--- config.mk ---
export PLATFORM = sky130hd
export DESIGN_NAME = radio_core
export DESIGN_NICKNAME = d
export VERILOG_FILES = /design/src/logic/radio_io_pkg.sv /design/src/logic/radio_regs_pkg.sv /design/src/logic/db_atr_if.sv /design/src/logic/db_settings_regs.sv /design/src/logic/atr_gpio_select.sv /design/src/logic/fp_gpio_src_mux.sv /design/src/logic/radio_core.sv
export SDC_FILE = /design/constraint.sdc
export NUM_CORES = 2
export LEC_CHECK = 0
export BUFFER_PORTS_ARGS = -buffer_cell sky130_fd_sc_hd__buf_2
export CAP_MARGIN = 5
export CORE_MARGIN = 4
export CORE_UTILIZATION = 35
export CTS_BUF_LIST = sky130_fd_sc_hd__clkbuf_8
export DETAILED_ROUTE_END_ITERATION = 8
export HOLD_SLACK_MARGIN = 0.06
export SYNTH_ARGS = -nofsm -noshare
export SYNTH_HDL_FRONTEND = slang
export SYNTH_SLANG_ARGS = --single-unit
--- constraint.sdc ---
create_clock -name radio_clk -period 3.6 [get_ports radio_clk]
set_clock_uncertainty 0.15 [all_clocks]
set_input_delay 0.54 -clock radio_clk [delete_from_list [all_inputs] [get_ports radio_clk]]
set_output_delay 0.54 -clock radio_clk [all_outputs]
set_load 0.01 [all_outputs]
--- src/logic/radio_io_pkg.sv ---
//--------------------------------------------------------------------------
// slot, channel, gpio and led widths of the daughterboard core
// ATR state codes
//--------------------------------------------------------------------------
package radio_io_pkg;

   localparam int NUM_DBOARDS             = 2;
   localparam int NUM_CHANNELS_PER_DBOARD = 2;
   localparam int NUM_CHANNELS            = NUM_DBOARDS * NUM_CHANNELS_PER_DBOARD;

   localparam int DB_GPIO_WIDTH = 32;                  // daughterboard gpio
   localparam int FP_GPIO_WIDTH = 12;                  // front-panel pins
   localparam int FP_SRC_WIDTH  = 2 * FP_GPIO_WIDTH;   // 2 source bits per pin
   localparam int LED_WIDTH     = 3;                   // {rx, txrx_tx, txrx_rx}
   localparam int MISC_WIDTH    = 32;

   // rx running sits in bit 0 and tx running in bit 1
   localparam int         NUM_ATR_STATES = 4;
   localparam logic [1:0] ATR_IDLE       = 2'd0;
   localparam logic [1:0] ATR_RX         = 2'd1;
   localparam logic [1:0] ATR_TX         = 2'd2;
   localparam logic [1:0] ATR_FDX        = 2'd3;

endpackage

--- src/logic/radio_regs_pkg.sv ---
//--------------------------------------------------------------------------
// settings and readback address map of one daughterboard slot
//--------------------------------------------------------------------------
package radio_regs_pkg;

   localparam int SET_ADDR_WIDTH = 8;
   localparam int SET_DATA_WIDTH = 32;
   localparam int RB_DATA_WIDTH  = 64;

   localparam logic [SET_ADDR_WIDTH-1:0] SR_DB_BASE = 8'd160;

   // settings offsets from SR_DB_BASE
   localparam logic [SET_ADDR_WIDTH-1:0] SR_DB_ATR_IDLE  = 8'd0;
   localparam logic [SET_ADDR_WIDTH-1:0] SR_DB_ATR_RX    = 8'd1;
   localparam logic [SET_ADDR_WIDTH-1:0] SR_DB_ATR_TX    = 8'd2;
   localparam logic [SET_ADDR_WIDTH-1:0] SR_DB_ATR_FDX   = 8'd3;
   localparam logic [SET_ADDR_WIDTH-1:0] SR_DB_DDR       = 8'd4;
   localparam logic [SET_ADDR_WIDTH-1:0] SR_FP_ATR_IDLE  = 8'd8;
   localparam logic [SET_ADDR_WIDTH-1:0] SR_FP_ATR_RX    = 8'd9;
   localparam logic [SET_ADDR_WIDTH-1:0] SR_FP_ATR_TX    = 8'd10;
   localparam logic [SET_ADDR_WIDTH-1:0] SR_FP_ATR_FDX   = 8'd11;
   localparam logic [SET_ADDR_WIDTH-1:0] SR_FP_DDR       = 8'd12;
   localparam logic [SET_ADDR_WIDTH-1:0] SR_LED_ATR_IDLE = 8'd16;
   localparam logic [SET_ADDR_WIDTH-1:0] SR_LED_ATR_RX   = 8'd17;
   localparam logic [SET_ADDR_WIDTH-1:0] SR_LED_ATR_TX   = 8'd18;
   localparam logic [SET_ADDR_WIDTH-1:0] SR_LED_ATR_FDX  = 8'd19;
   localparam logic [SET_ADDR_WIDTH-1:0] SR_MISC_OUT     = 8'd24;

   //-----------------------------------------------------------------------
   // readback
   //-----------------------------------------------------------------------
   localparam logic [SET_ADDR_WIDTH-1:0] RB_DB_BASE = 8'd16;
   localparam logic [SET_ADDR_WIDTH-1:0] RB_GPIO    = 8'd0;   // {db gpio in, fp gpio in}
   localparam logic [SET_ADDR_WIDTH-1:0] RB_MISC    = 8'd1;   // {misc in, misc out}

endpackage

--- src/logic/db_atr_if.sv ---
//--------------------------------------------------------------------------
// ATR register words of one slot, register bank to ATR selector
//--------------------------------------------------------------------------
`timescale 1ns/10ps

interface db_atr_if;
   import radio_io_pkg::*;

   logic [DB_GPIO_WIDTH-1:0] db_atr  [NUM_ATR_STATES];   // indexed by ATR state
   logic [DB_GPIO_WIDTH-1:0] db_ddr;
   logic [FP_GPIO_WIDTH-1:0] fp_atr  [NUM_ATR_STATES];
   logic [FP_GPIO_WIDTH-1:0] fp_ddr;
   logic [LED_WIDTH-1:0]     led_atr [NUM_ATR_STATES];

   modport regs (output db_atr, db_ddr, fp_atr, fp_ddr, led_atr);
   modport sel  (input  db_atr, db_ddr, fp_atr, fp_ddr, led_atr);

endinterface

--- src/logic/db_settings_regs.sv ---
//--------------------------------------------------------------------------
// settings decode and ATR register bank of one slot
// misc in and out registers, readback mux
//--------------------------------------------------------------------------
`timescale 1ns/10ps

module db_settings_regs (
   input  logic                                      radio_clk,
   input  logic                                      i_rst,
   input  logic                                      i_set_stb,
   input  logic [radio_regs_pkg::SET_ADDR_WIDTH-1:0] i_set_addr,
   input  logic [radio_regs_pkg::SET_DATA_WIDTH-1:0] i_set_data,
   input  logic [radio_regs_pkg::SET_ADDR_WIDTH-1:0] i_rb_addr,
   input  logic [radio_io_pkg::DB_GPIO_WIDTH-1:0]    i_db_gpio_in,
   input  logic [radio_io_pkg::FP_GPIO_WIDTH-1:0]    i_fp_gpio_in,
   input  logic [radio_io_pkg::MISC_WIDTH-1:0]       i_misc_in,
   output logic                                      o_rb_stb,
   output logic [radio_regs_pkg::RB_DATA_WIDTH-1:0]  o_rb_data,
   output logic [radio_io_pkg::MISC_WIDTH-1:0]       o_misc_out,
   db_atr_if.regs                                    atr
);
   import radio_io_pkg::*;
   import radio_regs_pkg::*;

   logic [SET_ADDR_WIDTH-1:0] set_offset;
   logic [MISC_WIDTH-1:0]     misc_out_reg;
   logic [MISC_WIDTH-1:0]     misc_in_r;
   logic [RB_DATA_WIDTH-1:0]  rb_mux;

   // addresses below the base wrap to offsets far past the map
   assign set_offset = i_set_addr - SR_DB_BASE;

   //-----------------------------------------------------------------------
   // register bank, low offset bits give the ATR state
   //-----------------------------------------------------------------------
   always_ff @(posedge radio_clk) begin
      if (i_rst) begin
         atr.db_atr   <= '{default: '0};
         atr.db_ddr   <= '0;
         atr.fp_atr   <= '{default: '0};
         atr.fp_ddr   <= '0;
         atr.led_atr  <= '{default: '0};
         misc_out_reg <= '0;
      end else if (i_set_stb) begin
         case (set_offset)
            SR_DB_ATR_IDLE, SR_DB_ATR_RX, SR_DB_ATR_TX, SR_DB_ATR_FDX:
               atr.db_atr[set_offset[1:0]] <= i_set_data[DB_GPIO_WIDTH-1:0];
            SR_DB_DDR:
               atr.db_ddr <= i_set_data[DB_GPIO_WIDTH-1:0];
            SR_FP_ATR_IDLE, SR_FP_ATR_RX, SR_FP_ATR_TX, SR_FP_ATR_FDX:
               atr.fp_atr[set_offset[1:0]] <= i_set_data[FP_GPIO_WIDTH-1:0];
            SR_FP_DDR:
               atr.fp_ddr <= i_set_data[FP_GPIO_WIDTH-1:0];
            SR_LED_ATR_IDLE, SR_LED_ATR_RX, SR_LED_ATR_TX, SR_LED_ATR_FDX:
               atr.led_atr[set_offset[1:0]] <= i_set_data[LED_WIDTH-1:0];
            SR_MISC_OUT:
               misc_out_reg <= i_set_data[MISC_WIDTH-1:0];
            default: ;   // unmapped, ignored
         endcase
      end
   end

   // boundary registers for the misc words
   always_ff @(posedge radio_clk) begin
      if (i_rst) begin
         o_misc_out <= '0;
         misc_in_r  <= '0;
      end else begin
         o_misc_out <= misc_out_reg;
         misc_in_r  <= i_misc_in;
      end
   end

   //-----------------------------------------------------------------------
   // readback
   //-----------------------------------------------------------------------
   always_comb begin
      case (i_rb_addr)
         RB_DB_BASE + RB_GPIO:
            rb_mux = {i_db_gpio_in, {(RB_DATA_WIDTH/2-FP_GPIO_WIDTH){1'b0}}, i_fp_gpio_in};
         RB_DB_BASE + RB_MISC:
            rb_mux = {misc_in_r, misc_out_reg};
         default:
            rb_mux = '0;
      endcase
   end

   always_ff @(posedge radio_clk) begin
      if (i_rst) begin
         o_rb_stb  <= 1'b0;
         o_rb_data <= '0;
      end else begin
         o_rb_stb <= i_set_stb;             // one pulse per settings strobe
         if (i_set_stb) o_rb_data <= rb_mux;
      end
   end

   // a strobed access must carry a resolved address
   a_set_addr_known : assert property (@(posedge radio_clk) disable iff (i_rst)
      i_set_stb |-> !$isunknown(i_set_addr));

endmodule

--- src/logic/atr_gpio_select.sv ---
//--------------------------------------------------------------------------
// ATR state of one slot and registered gpio, direction and led selection
//--------------------------------------------------------------------------
`timescale 1ns/10ps

module atr_gpio_select (
   input  logic                                             radio_clk,
   input  logic                                             i_rst,
   input  logic [radio_io_pkg::NUM_CHANNELS_PER_DBOARD-1:0] i_run_rx,
   input  logic [radio_io_pkg::NUM_CHANNELS_PER_DBOARD-1:0] i_run_tx,
   db_atr_if.sel                                            atr,
   output logic [radio_io_pkg::DB_GPIO_WIDTH-1:0]           o_db_gpio_out,
   output logic [radio_io_pkg::DB_GPIO_WIDTH-1:0]           o_db_gpio_ddr,
   output logic [radio_io_pkg::FP_GPIO_WIDTH-1:0]           o_fp_gpio_out,
   output logic [radio_io_pkg::FP_GPIO_WIDTH-1:0]           o_fp_gpio_ddr,
   output logic [radio_io_pkg::LED_WIDTH-1:0]               o_led
);
   import radio_io_pkg::*;

   logic       run_rx_any;
   logic       run_tx_any;
   logic [1:0] atr_state;

   // a slot is in rx or tx when either of its channels is
   assign run_rx_any = |i_run_rx;
   assign run_tx_any = |i_run_tx;

   always_ff @(posedge radio_clk) begin
      if (i_rst) begin
         atr_state <= ATR_IDLE;
      end else begin
         atr_state <= {run_tx_any, run_rx_any};   // tx in bit 1, rx in bit 0
      end
   end

   // word lookup runs one cycle behind the state
   always_ff @(posedge radio_clk) begin
      if (i_rst) begin
         o_db_gpio_out <= '0;
         o_db_gpio_ddr <= '0;
         o_fp_gpio_out <= '0;
         o_fp_gpio_ddr <= '0;
         o_led         <= '0;
      end else begin
         o_db_gpio_out <= atr.db_atr[atr_state];
         o_db_gpio_ddr <= atr.db_ddr;
         o_fp_gpio_out <= atr.fp_atr[atr_state];
         o_fp_gpio_ddr <= atr.fp_ddr;
         o_led         <= atr.led_atr[atr_state];
      end
   end

   a_state_known : assert property (@(posedge radio_clk) disable iff (i_rst)
      !$isunknown(atr_state));

endmodule

--- src/logic/fp_gpio_src_mux.sv ---
//--------------------------------------------------------------------------
// front-panel source synchronizer and per-pin slot select
//--------------------------------------------------------------------------
`timescale 1ns/10ps

module fp_gpio_src_mux (
   input  logic                                  radio_clk,
   input  logic                                  i_rst,
   input  logic [radio_io_pkg::FP_SRC_WIDTH-1:0] i_fp_gpio_src,
   input  logic [radio_io_pkg::FP_GPIO_WIDTH-1:0] i_fp_out_slot [radio_io_pkg::NUM_DBOARDS],
   input  logic [radio_io_pkg::FP_GPIO_WIDTH-1:0] i_fp_ddr_slot [radio_io_pkg::NUM_DBOARDS],
   output logic [radio_io_pkg::FP_GPIO_WIDTH-1:0] o_fp_gpio_out,
   output logic [radio_io_pkg::FP_GPIO_WIDTH-1:0] o_fp_gpio_ddr
);
   import radio_io_pkg::*;

   logic [FP_SRC_WIDTH-1:0]  src_meta;
   logic [FP_SRC_WIDTH-1:0]  src_sync;
   logic [FP_GPIO_WIDTH-1:0] pin_sel;        // set where slot 1 owns the pin
   logic [FP_GPIO_WIDTH-1:0] pin_reserved;

   // quasi-static word, two flops are enough
   always_ff @(posedge radio_clk) begin
      if (i_rst) begin
         src_meta <= '0;
         src_sync <= '0;
      end else begin
         src_meta <= i_fp_gpio_src;
         src_sync <= src_meta;
      end
   end

   for (genvar i = 0; i < FP_GPIO_WIDTH; i++) begin : g_pin
      assign pin_sel[i]      = |src_sync[2*i +: 2];   // any nonzero code picks slot 1
      assign pin_reserved[i] = src_sync[2*i+1];
   end

   always_ff @(posedge radio_clk) begin
      if (i_rst) begin
         o_fp_gpio_out <= '0;
         o_fp_gpio_ddr <= '0;
      end else begin
         o_fp_gpio_out <= (i_fp_out_slot[1] & pin_sel) | (i_fp_out_slot[0] & ~pin_sel);
         o_fp_gpio_ddr <= (i_fp_ddr_slot[1] & pin_sel) | (i_fp_ddr_slot[0] & ~pin_sel);
      end
   end

   // codes 2 and 3 are reserved for sources that do not exist yet
   a_no_reserved_code : assert property (@(posedge radio_clk) disable iff (i_rst)
      pin_reserved == '0);

endmodule

--- src/logic/radio_core.sv ---
//--------------------------------------------------------------------------
// radio-clock side of the dual-slot daughterboard core
// two slot register banks, ATR selectors and the front-panel mux
//--------------------------------------------------------------------------
`timescale 1ns/10ps

module radio_core (
   input  logic                                      radio_clk,
   input  logic                                      i_rst,
   // slot 0
   input  logic                                      i_set_stb_0,
   input  logic [radio_regs_pkg::SET_ADDR_WIDTH-1:0] i_set_addr_0,
   input  logic [radio_regs_pkg::SET_DATA_WIDTH-1:0] i_set_data_0,
   input  logic [radio_regs_pkg::SET_ADDR_WIDTH-1:0] i_rb_addr_0,
   output logic                                      o_rb_stb_0,
   output logic [radio_regs_pkg::RB_DATA_WIDTH-1:0]  o_rb_data_0,
   input  logic [radio_io_pkg::DB_GPIO_WIDTH-1:0]    i_db_gpio_in_0,
   output logic [radio_io_pkg::DB_GPIO_WIDTH-1:0]    o_db_gpio_out_0,
   output logic [radio_io_pkg::DB_GPIO_WIDTH-1:0]    o_db_gpio_ddr_0,
   output logic [radio_io_pkg::LED_WIDTH-1:0]        o_radio_led_0,
   input  logic [radio_io_pkg::MISC_WIDTH-1:0]       i_misc_in_0,
   output logic [radio_io_pkg::MISC_WIDTH-1:0]       o_misc_out_0,
   // slot 1
   input  logic                                      i_set_stb_1,
   input  logic [radio_regs_pkg::SET_ADDR_WIDTH-1:0] i_set_addr_1,
   input  logic [radio_regs_pkg::SET_DATA_WIDTH-1:0] i_set_data_1,
   input  logic [radio_regs_pkg::SET_ADDR_WIDTH-1:0] i_rb_addr_1,
   output logic                                      o_rb_stb_1,
   output logic [radio_regs_pkg::RB_DATA_WIDTH-1:0]  o_rb_data_1,
   input  logic [radio_io_pkg::DB_GPIO_WIDTH-1:0]    i_db_gpio_in_1,
   output logic [radio_io_pkg::DB_GPIO_WIDTH-1:0]    o_db_gpio_out_1,
   output logic [radio_io_pkg::DB_GPIO_WIDTH-1:0]    o_db_gpio_ddr_1,
   output logic [radio_io_pkg::LED_WIDTH-1:0]        o_radio_led_1,
   input  logic [radio_io_pkg::MISC_WIDTH-1:0]       i_misc_in_1,
   output logic [radio_io_pkg::MISC_WIDTH-1:0]       o_misc_out_1,
   // channel running flags, channels 2s and 2s+1 belong to slot s
   input  logic [radio_io_pkg::NUM_CHANNELS-1:0]     i_run_rx,
   input  logic [radio_io_pkg::NUM_CHANNELS-1:0]     i_run_tx,
   // front panel
   input  logic [radio_io_pkg::FP_GPIO_WIDTH-1:0]    i_fp_gpio_in,
   output logic [radio_io_pkg::FP_GPIO_WIDTH-1:0]    o_fp_gpio_out,
   output logic [radio_io_pkg::FP_GPIO_WIDTH-1:0]    o_fp_gpio_ddr,
   input  logic [radio_io_pkg::FP_SRC_WIDTH-1:0]     i_fp_gpio_src
);
   import radio_io_pkg::*;

   logic [FP_GPIO_WIDTH-1:0] fp_out_slot [NUM_DBOARDS];   // per-slot candidates
   logic [FP_GPIO_WIDTH-1:0] fp_ddr_slot [NUM_DBOARDS];

   db_atr_if atr_0 ();
   db_atr_if atr_1 ();

   //-----------------------------------------------------------------------
   // slot 0
   //-----------------------------------------------------------------------
   db_settings_regs u_regs_0 (
      .radio_clk, .i_rst,
      .i_set_stb(i_set_stb_0), .i_set_addr(i_set_addr_0), .i_set_data(i_set_data_0),
      .i_rb_addr(i_rb_addr_0), .i_db_gpio_in(i_db_gpio_in_0), .i_fp_gpio_in,
      .i_misc_in(i_misc_in_0), .o_rb_stb(o_rb_stb_0), .o_rb_data(o_rb_data_0),
      .o_misc_out(o_misc_out_0), .atr(atr_0)
   );

   atr_gpio_select u_sel_0 (
      .radio_clk, .i_rst,
      .i_run_rx(i_run_rx[0 +: NUM_CHANNELS_PER_DBOARD]),
      .i_run_tx(i_run_tx[0 +: NUM_CHANNELS_PER_DBOARD]),
      .atr(atr_0), .o_db_gpio_out(o_db_gpio_out_0), .o_db_gpio_ddr(o_db_gpio_ddr_0),
      .o_fp_gpio_out(fp_out_slot[0]), .o_fp_gpio_ddr(fp_ddr_slot[0]), .o_led(o_radio_led_0)
   );

   //-----------------------------------------------------------------------
   // slot 1
   //-----------------------------------------------------------------------
   db_settings_regs u_regs_1 (
      .radio_clk, .i_rst,
      .i_set_stb(i_set_stb_1), .i_set_addr(i_set_addr_1), .i_set_data(i_set_data_1),
      .i_rb_addr(i_rb_addr_1), .i_db_gpio_in(i_db_gpio_in_1), .i_fp_gpio_in,
      .i_misc_in(i_misc_in_1), .o_rb_stb(o_rb_stb_1), .o_rb_data(o_rb_data_1),
      .o_misc_out(o_misc_out_1), .atr(atr_1)
   );

   atr_gpio_select u_sel_1 (
      .radio_clk, .i_rst,
      .i_run_rx(i_run_rx[NUM_CHANNELS_PER_DBOARD +: NUM_CHANNELS_PER_DBOARD]),
      .i_run_tx(i_run_tx[NUM_CHANNELS_PER_DBOARD +: NUM_CHANNELS_PER_DBOARD]),
      .atr(atr_1), .o_db_gpio_out(o_db_gpio_out_1), .o_db_gpio_ddr(o_db_gpio_ddr_1),
      .o_fp_gpio_out(fp_out_slot[1]), .o_fp_gpio_ddr(fp_ddr_slot[1]), .o_led(o_radio_led_1)
   );

   // pin ownership between the slots
   fp_gpio_src_mux u_fp_mux (
      .radio_clk, .i_rst, .i_fp_gpio_src,
      .i_fp_out_slot(fp_out_slot), .i_fp_ddr_slot(fp_ddr_slot),
      .o_fp_gpio_out, .o_fp_gpio_ddr
   );

endmodule

[After elaboration in Yosys (flattened, before gate mapping)]
Cells that the tools add are included.
Storage, ports and cells
  logic and storage cells: 181
  register bits after elaboration: 1044
  bits of input ports: 272
  output and inout port bits: 352
Operators by class
  equal/unequal tests: 32
  mux-type cells: 38
  $lt $le $gt $ge: 6
  reductions and logical operators: 38
  $add $sub $neg: 2
  bitwise operators: 11
Operators with widths (number)
  128-bit bitwise mux: 2
  64-bit one-hot mux with 2 select lines: 2
  32-bit 2-to-1 mux: 6
  32-bit binary-select mux with 2-bit select: 2
  32-bit demux with 2-bit select: 2
  8-bit by 5-bit == test with 1-bit output, second input constant: 14
  48-bit bitwise mux: 2
  8-bit by 4-bit == test with 1-bit output, second input constant: 10
  12-bit 2-to-1 mux: 6
  12-bit AND: 4
  12-bit binary-select mux with 2-bit select: 2
  12-bit demux with 2-bit select: 2
  8-bit by 2-bit == test with 1-bit output, second input constant: 4
  2-bit OR reduction: 16
  12-bit bitwise mux: 2
  12-bit bitwise OR: 2
  2-bit AND reduction: 12
  4-bit OR reduction: 6
  3-bit 2-to-1 mux: 6
  8-bit by 1-bit == test with 1-bit output, second input constant: 2
  8-bit by 3-bit == test with 1-bit output, second input constant: 2
  8-bit logical NOT: 2
  8-bit subtractor, second input constant: 2
  3-bit binary-select mux with 2-bit select: 2
  other kinds (6): 15

[Depth between registers and ports, before layout]
  depth in word-level cells: 7
  gate-level depth with buffers: 7
  gate-level depth less buffers: 5

[By module]
A second synthesis with hierarchy kept.
Second synthesis, totals
  cells, all modules: 3530
  area total of the unflattened synthesis: 39567.9 µm²
By module, submodules not included
  db_settings_regs: cells each 1355, area each 14956.8 µm², instances 2
  atr_gpio_select: cells each 310, area each 3666.0 µm², instances 2
  fp_gpio_src_mux: cells each 200, area each 2322.2 µm², instances 1

[Worst setup path after synthesis]
OpenSTA, ideal clock, no wires.
  path kind: in2reg
  from: input port i_set_addr_1[5] (netlist name)
  to: register u_regs_1.atr.fp_atr[25]
  path buffers: 2
  stages on the path: 7
  data arrival time: 1.792 ns
  setup slack: 1.525 ns
  data required time: 3.318 ns
  cell sequence: inv_1 ha_1 nor4bb_1 buf_2 nand3_1 buf_2 mux2i_1
Between the ends
  word-level cells in the longest chain between the ends: 4
RTL lines
  start, declared: RTL line radio_core.sv:25  | input logic [radio_regs_pkg::SET_ADDR_WIDTH-1:0] i_set_addr_1,
  8-bit subtractor (*): RTL line db_settings_regs.sv:31  | assign set_offset = i_set_addr - SR_DB_BASE;
  8-bit by 4-bit == test with 1-bit output: RTL line db_settings_regs.sv:45  | case (set_offset)
  4-bit OR reduction (*): RTL line db_settings_regs.sv:45
  2-bit AND reduction (no source line) (*)
  end signal, assigned by index: RTL line db_settings_regs.sv:51  | atr.fp_atr[set_offset[1:0]] <= i_set_data[FP_GPIO_WIDTH-1:0];
  end, declared: RTL line db_atr_if.sv:15  | modport regs (output db_atr, db_ddr, fp_atr, fp_ddr, led_atr);
Every way passes the cells marked *; elsewhere a longest branch is shown, timed or not.
A chain may end at the register's enable or synchronous reset.

[Final worst setup path]
  from: input port i_set_addr_1[2] (netlist name)
  to: register u_regs_1.atr.led_atr[4]
Between the ends
  word-level cells in the longest chain between the ends: 4
RTL lines
  8-bit subtractor (*): RTL line db_settings_regs.sv:31
  8-bit by 5-bit == test with 1-bit output: RTL line db_settings_regs.sv:45
  4-bit OR reduction (*): RTL line db_settings_regs.sv:45
  2-bit AND reduction (no source line) (*)
  end signal, assigned by index: RTL line db_settings_regs.sv:55  | atr.led_atr[set_offset[1:0]] <= i_set_data[LED_WIDTH-1:0];
  end, declared: RTL line db_atr_if.sv:15
Marks and branches as above.

==> key figures <==
Timing
  – Worst-margin pin slew: 0.9603 ns
  – Max Fclk: 365.7 MHz
  – Clock period minus worst slack: 2.735 ns
  – Final setup viols: 0
  – Period utilization: 75.97%
  – PnR worst setup slack: 0.8652 ns
  – Endpoints failing hold: 0
  – Rel. slew slack: 35.98%
  – Final Max Tran Viols: 0
  – Setup repair after global routing missed its margin: no
  – Setup TNS: 0 ns

Logic synthesis
  – Ys Warns: 0
  – Net Count, Synth: 3693
  – Cells after Synth: 3419
  – Sequential fraction of the synthesis area: 54.04%
  – Yosys reg bits: 1044
  – Syn_area_per_cell: 11.31 sq um
  – Mapped Area: 38670 sq um
  – Post-synth cell types: 29

Die
  – Initial core utilization: 35.38%
  – Die Height: 340.4 um
  – Die width: 340.4 um
  – # rows: 121
  – DIE AREA: 115900 sq um
  – Ports: 624
  – Core area: 109300 sq um

Setup path
  – CP startpoint kind: input pin
  – Crit path max fanout: 6
  – Worst Path Required: 4.19 ns
  – Critical Path End Type: flip-flop
  – R2R Setup Slk: 1.44 ns
  – Crit path DAT: 3.33 ns
  – Crit Path Category: in -> reg

Clock network
  – CTS root buf: clkbuf_8
  – Hold-fix buffers, CTS: 223
  – Max clock buf depth: 3
  – Sink Count: 1044
  – CTS buffer count: 176
  – # Post-CTS Setup Buffers: 0
  – PostCTS Resize Cnt: 0
  – CTS tree: built
  – Worst skew pair latency: 0.86 ns
  – H-tree Lvls: 4
  – Clk pin slew, worst setup/hold paths: 0.06 ns

Global route
  – Grt ovf: 0
  – First-pass GRT wire length: 175800 um
  – Largest net degree at the start of global routing: 84
  – Vias in the first global route: 28340
  – Total GRT Usage: 19.73%
  – Antenna violations before repair: 15

Detailed routing
  – DRT iter0 DRCs: 1418
  – Antenna-violating nets left: 0
  – First-pass detailed-route iteration total: 5
  – Drt total wl: 117900 um
  – Post-DR vias/cell: 4.686
  – Residual DRC: 0
  – Total vias in the final route: 27542
  – Average wire per standard cell: 20.05 um

Run status
  – Status: completed

Worst hold path
  – Hold Crit Class: in -> reg

Layout
  – Register Area: 20910 sq um
  – Area of the multi-input gates: 16090 sq um
  – Area grow syn2layout: 27.17%
  – Nets: 4529
  – Regs by FF count: u_regs_0.atr.db_atr (128), u_regs_1.atr.db_atr (128)
  – Fraction of layout cells with a size suffix above 1: 26.33%
  – FILL cells: 10193

Pwr
  – Leak pwr: 24.10 nW
  – Final Power: 23.70 mW
  – PwrDens: 481.9 nW/um^2
  – Max IR drop VDD: 0.2815 mV

Placement
  – Dpl ws: 0.7672 ns
  – RePlAce Congestion: 0.8101
  – IO buf count: 623
  – Dpl hpwl: 76820 um

Run
  – Max Cap Viol: 0
[cell usage after synthesis (all sizes together)]
| master | instances | area share (%) |
|---|---|---|
| nor4b | 4 | 0.17 |
| ha | 2 | 0.065 |
| mux2 | 88 | 2.6 |
| a21oi | 64 | 0.83 |
| nand4 | 44 | 0.71 |
| nor2 | 110 | 1.1 |
| inv | 158 | 1.5 |
| nand3 | 24 | 0.44 |
| o21ai | 24 | 0.31 |
| xor2 | 2 | 0.084 |
| and2 | 4 | 0.065 |
| nand2b | 592 | 9.6 |
| nor4bb | 5 | 0.13 |
| nor4 | 1 | 0.055 |
| and3 | 2 | 0.032 |
| and4bb | 4 | 0.13 |
| mux4 | 94 | 5.5 |
| a32oi | 88 | 2.0 |
| mux2i | 528 | 14 |
| nand2 | 64 | 0.62 |
| nor2b | 206 | 3.3 |
| buf | 107 | 1.4 |
| and4b | 8 | 0.21 |
| clkbuf | 152 | 1.5 |
| dfxtp | 1044 | 54 |
[cell families after synthesis]
| kind of cell | synth area share (%) |
|---|---|
| AOI/OAI and AO/OA | 3.132 |
| xor gates and xnor gates | 0.08412 |
| adders and majority gates | 0.06470 |
| buffers and inverters | 4.436 |
| DFF | 54.04 |
| muxes | 21.70 |
| and+or+nand+nor | 16.54 |
[cell type report]
| type | count | share of cell area (%) |
|---|---|---|
| repair buffers | 917 | 12.43 |
| well taps | 1476 | 3.755 |
| flip-flops and latches | 1044 | 42.52 |
| multi-input cells | 1958 | 32.71 |
| clock inverters | 100 | 1.252 |
| diodes | 7 | 0.03562 |
| inverters | 158 | 1.206 |
| clock buffers | 218 | 6.101 |
[metrics by stage]
stage | utilization [%] | cells | hold slack, ns | instance area [sq um]
CTS | 44.98 | 5871 | 0.06013 | 49160
global route | 44.99 | 5875 | 0.1194 | 49170
finish | 44.99 | 5878 | 0.1553 | 49180
detailed placement | 39.63 | 5330 | 0.2704 | 43320
floorplan | - | 3419 | 0.2638 | 38670
global placement | 39.63 | 5330 | 0.2712 | 43320
[path summary, 6_finish.rpt]
| check | startpoint | endpoint | cells past startpoint |
|---|---|---|---|
| min | i_rb_addr_1[5] | u_regs_1.o_rb_data[15] | 5 |
| min reg2reg | u_sel_0.o_fp_gpio_out[1] | u_fp_mux.o_fp_gpio_out[1] | 2 |
| max | i_set_addr_1[2] | u_regs_1.atr.led_atr[4] | 7 |
| max reg2reg | u_sel_0.atr_state[0] | u_sel_0.o_db_gpio_out[7] | 3 |
[layer usage]
| metal | global-route usage [%] | part of all wire (%) | vias up |
|---|---|---|---|
| li1 | - | - | 13189 |
| met5 | 0 | 0.011 | - |
| met1 | 26.42 | 46 | 13316 |
| met2 | 30.92 | 45 | 818 |
| met3 | 4.934 | 6.8 | 217 |
| met4 | 7.090 | 3.0 | 2 |
[placed cells by master, fill, tap and decap left out, types with 5 or more instances in the layout]
cell / Yosys / final
a32oi_1: 88 / 88
buf_12: 0 / 17
nand4_1: 44 / 44
mux4_2: 94 / 94
inv_1: 158 / 223
nand2b_1: 592 / 592
buf_4: 16 / 56
inv_8: 0 / 5
nor2b_1: 206 / 206
mux2i_1: 528 / 528
o21ai_0: 24 / 24
nand3_2: 10 / 10
and4b_1: 8 / 8
diode_2: 0 / 7
a21oi_1: 64 / 64
nand2_1: 64 / 64
bufinv_16: 0 / 5
nor2_1: 110 / 110
dfxtp_1: 1044 / 1040
mux2_2: 88 / 88
clkinv_2: 0 / 15
nand3_1: 14 / 14
buf_2: 72 / 620
clkbuf_8: 0 / 218
dlygate4sd3_1: 0 / 223
[power by group]
part,internal (mW),switching [mW],total (mW)
clock,5.84,4.89,10.7
combinational,0.607,0.655,1.26
sequential,11.6,0.0673,11.7
[critical path: stages]
cell,delay (ns)
dlygate4sd3_1,0.61
buf_2,0.19
nor4b_4,0.35
dlygate4sd3_1,0.64
nand4_1,0.23
mux2i_1,0.20
dlygate4sd3_1,0.56
(Power assumes the default switching activity.)
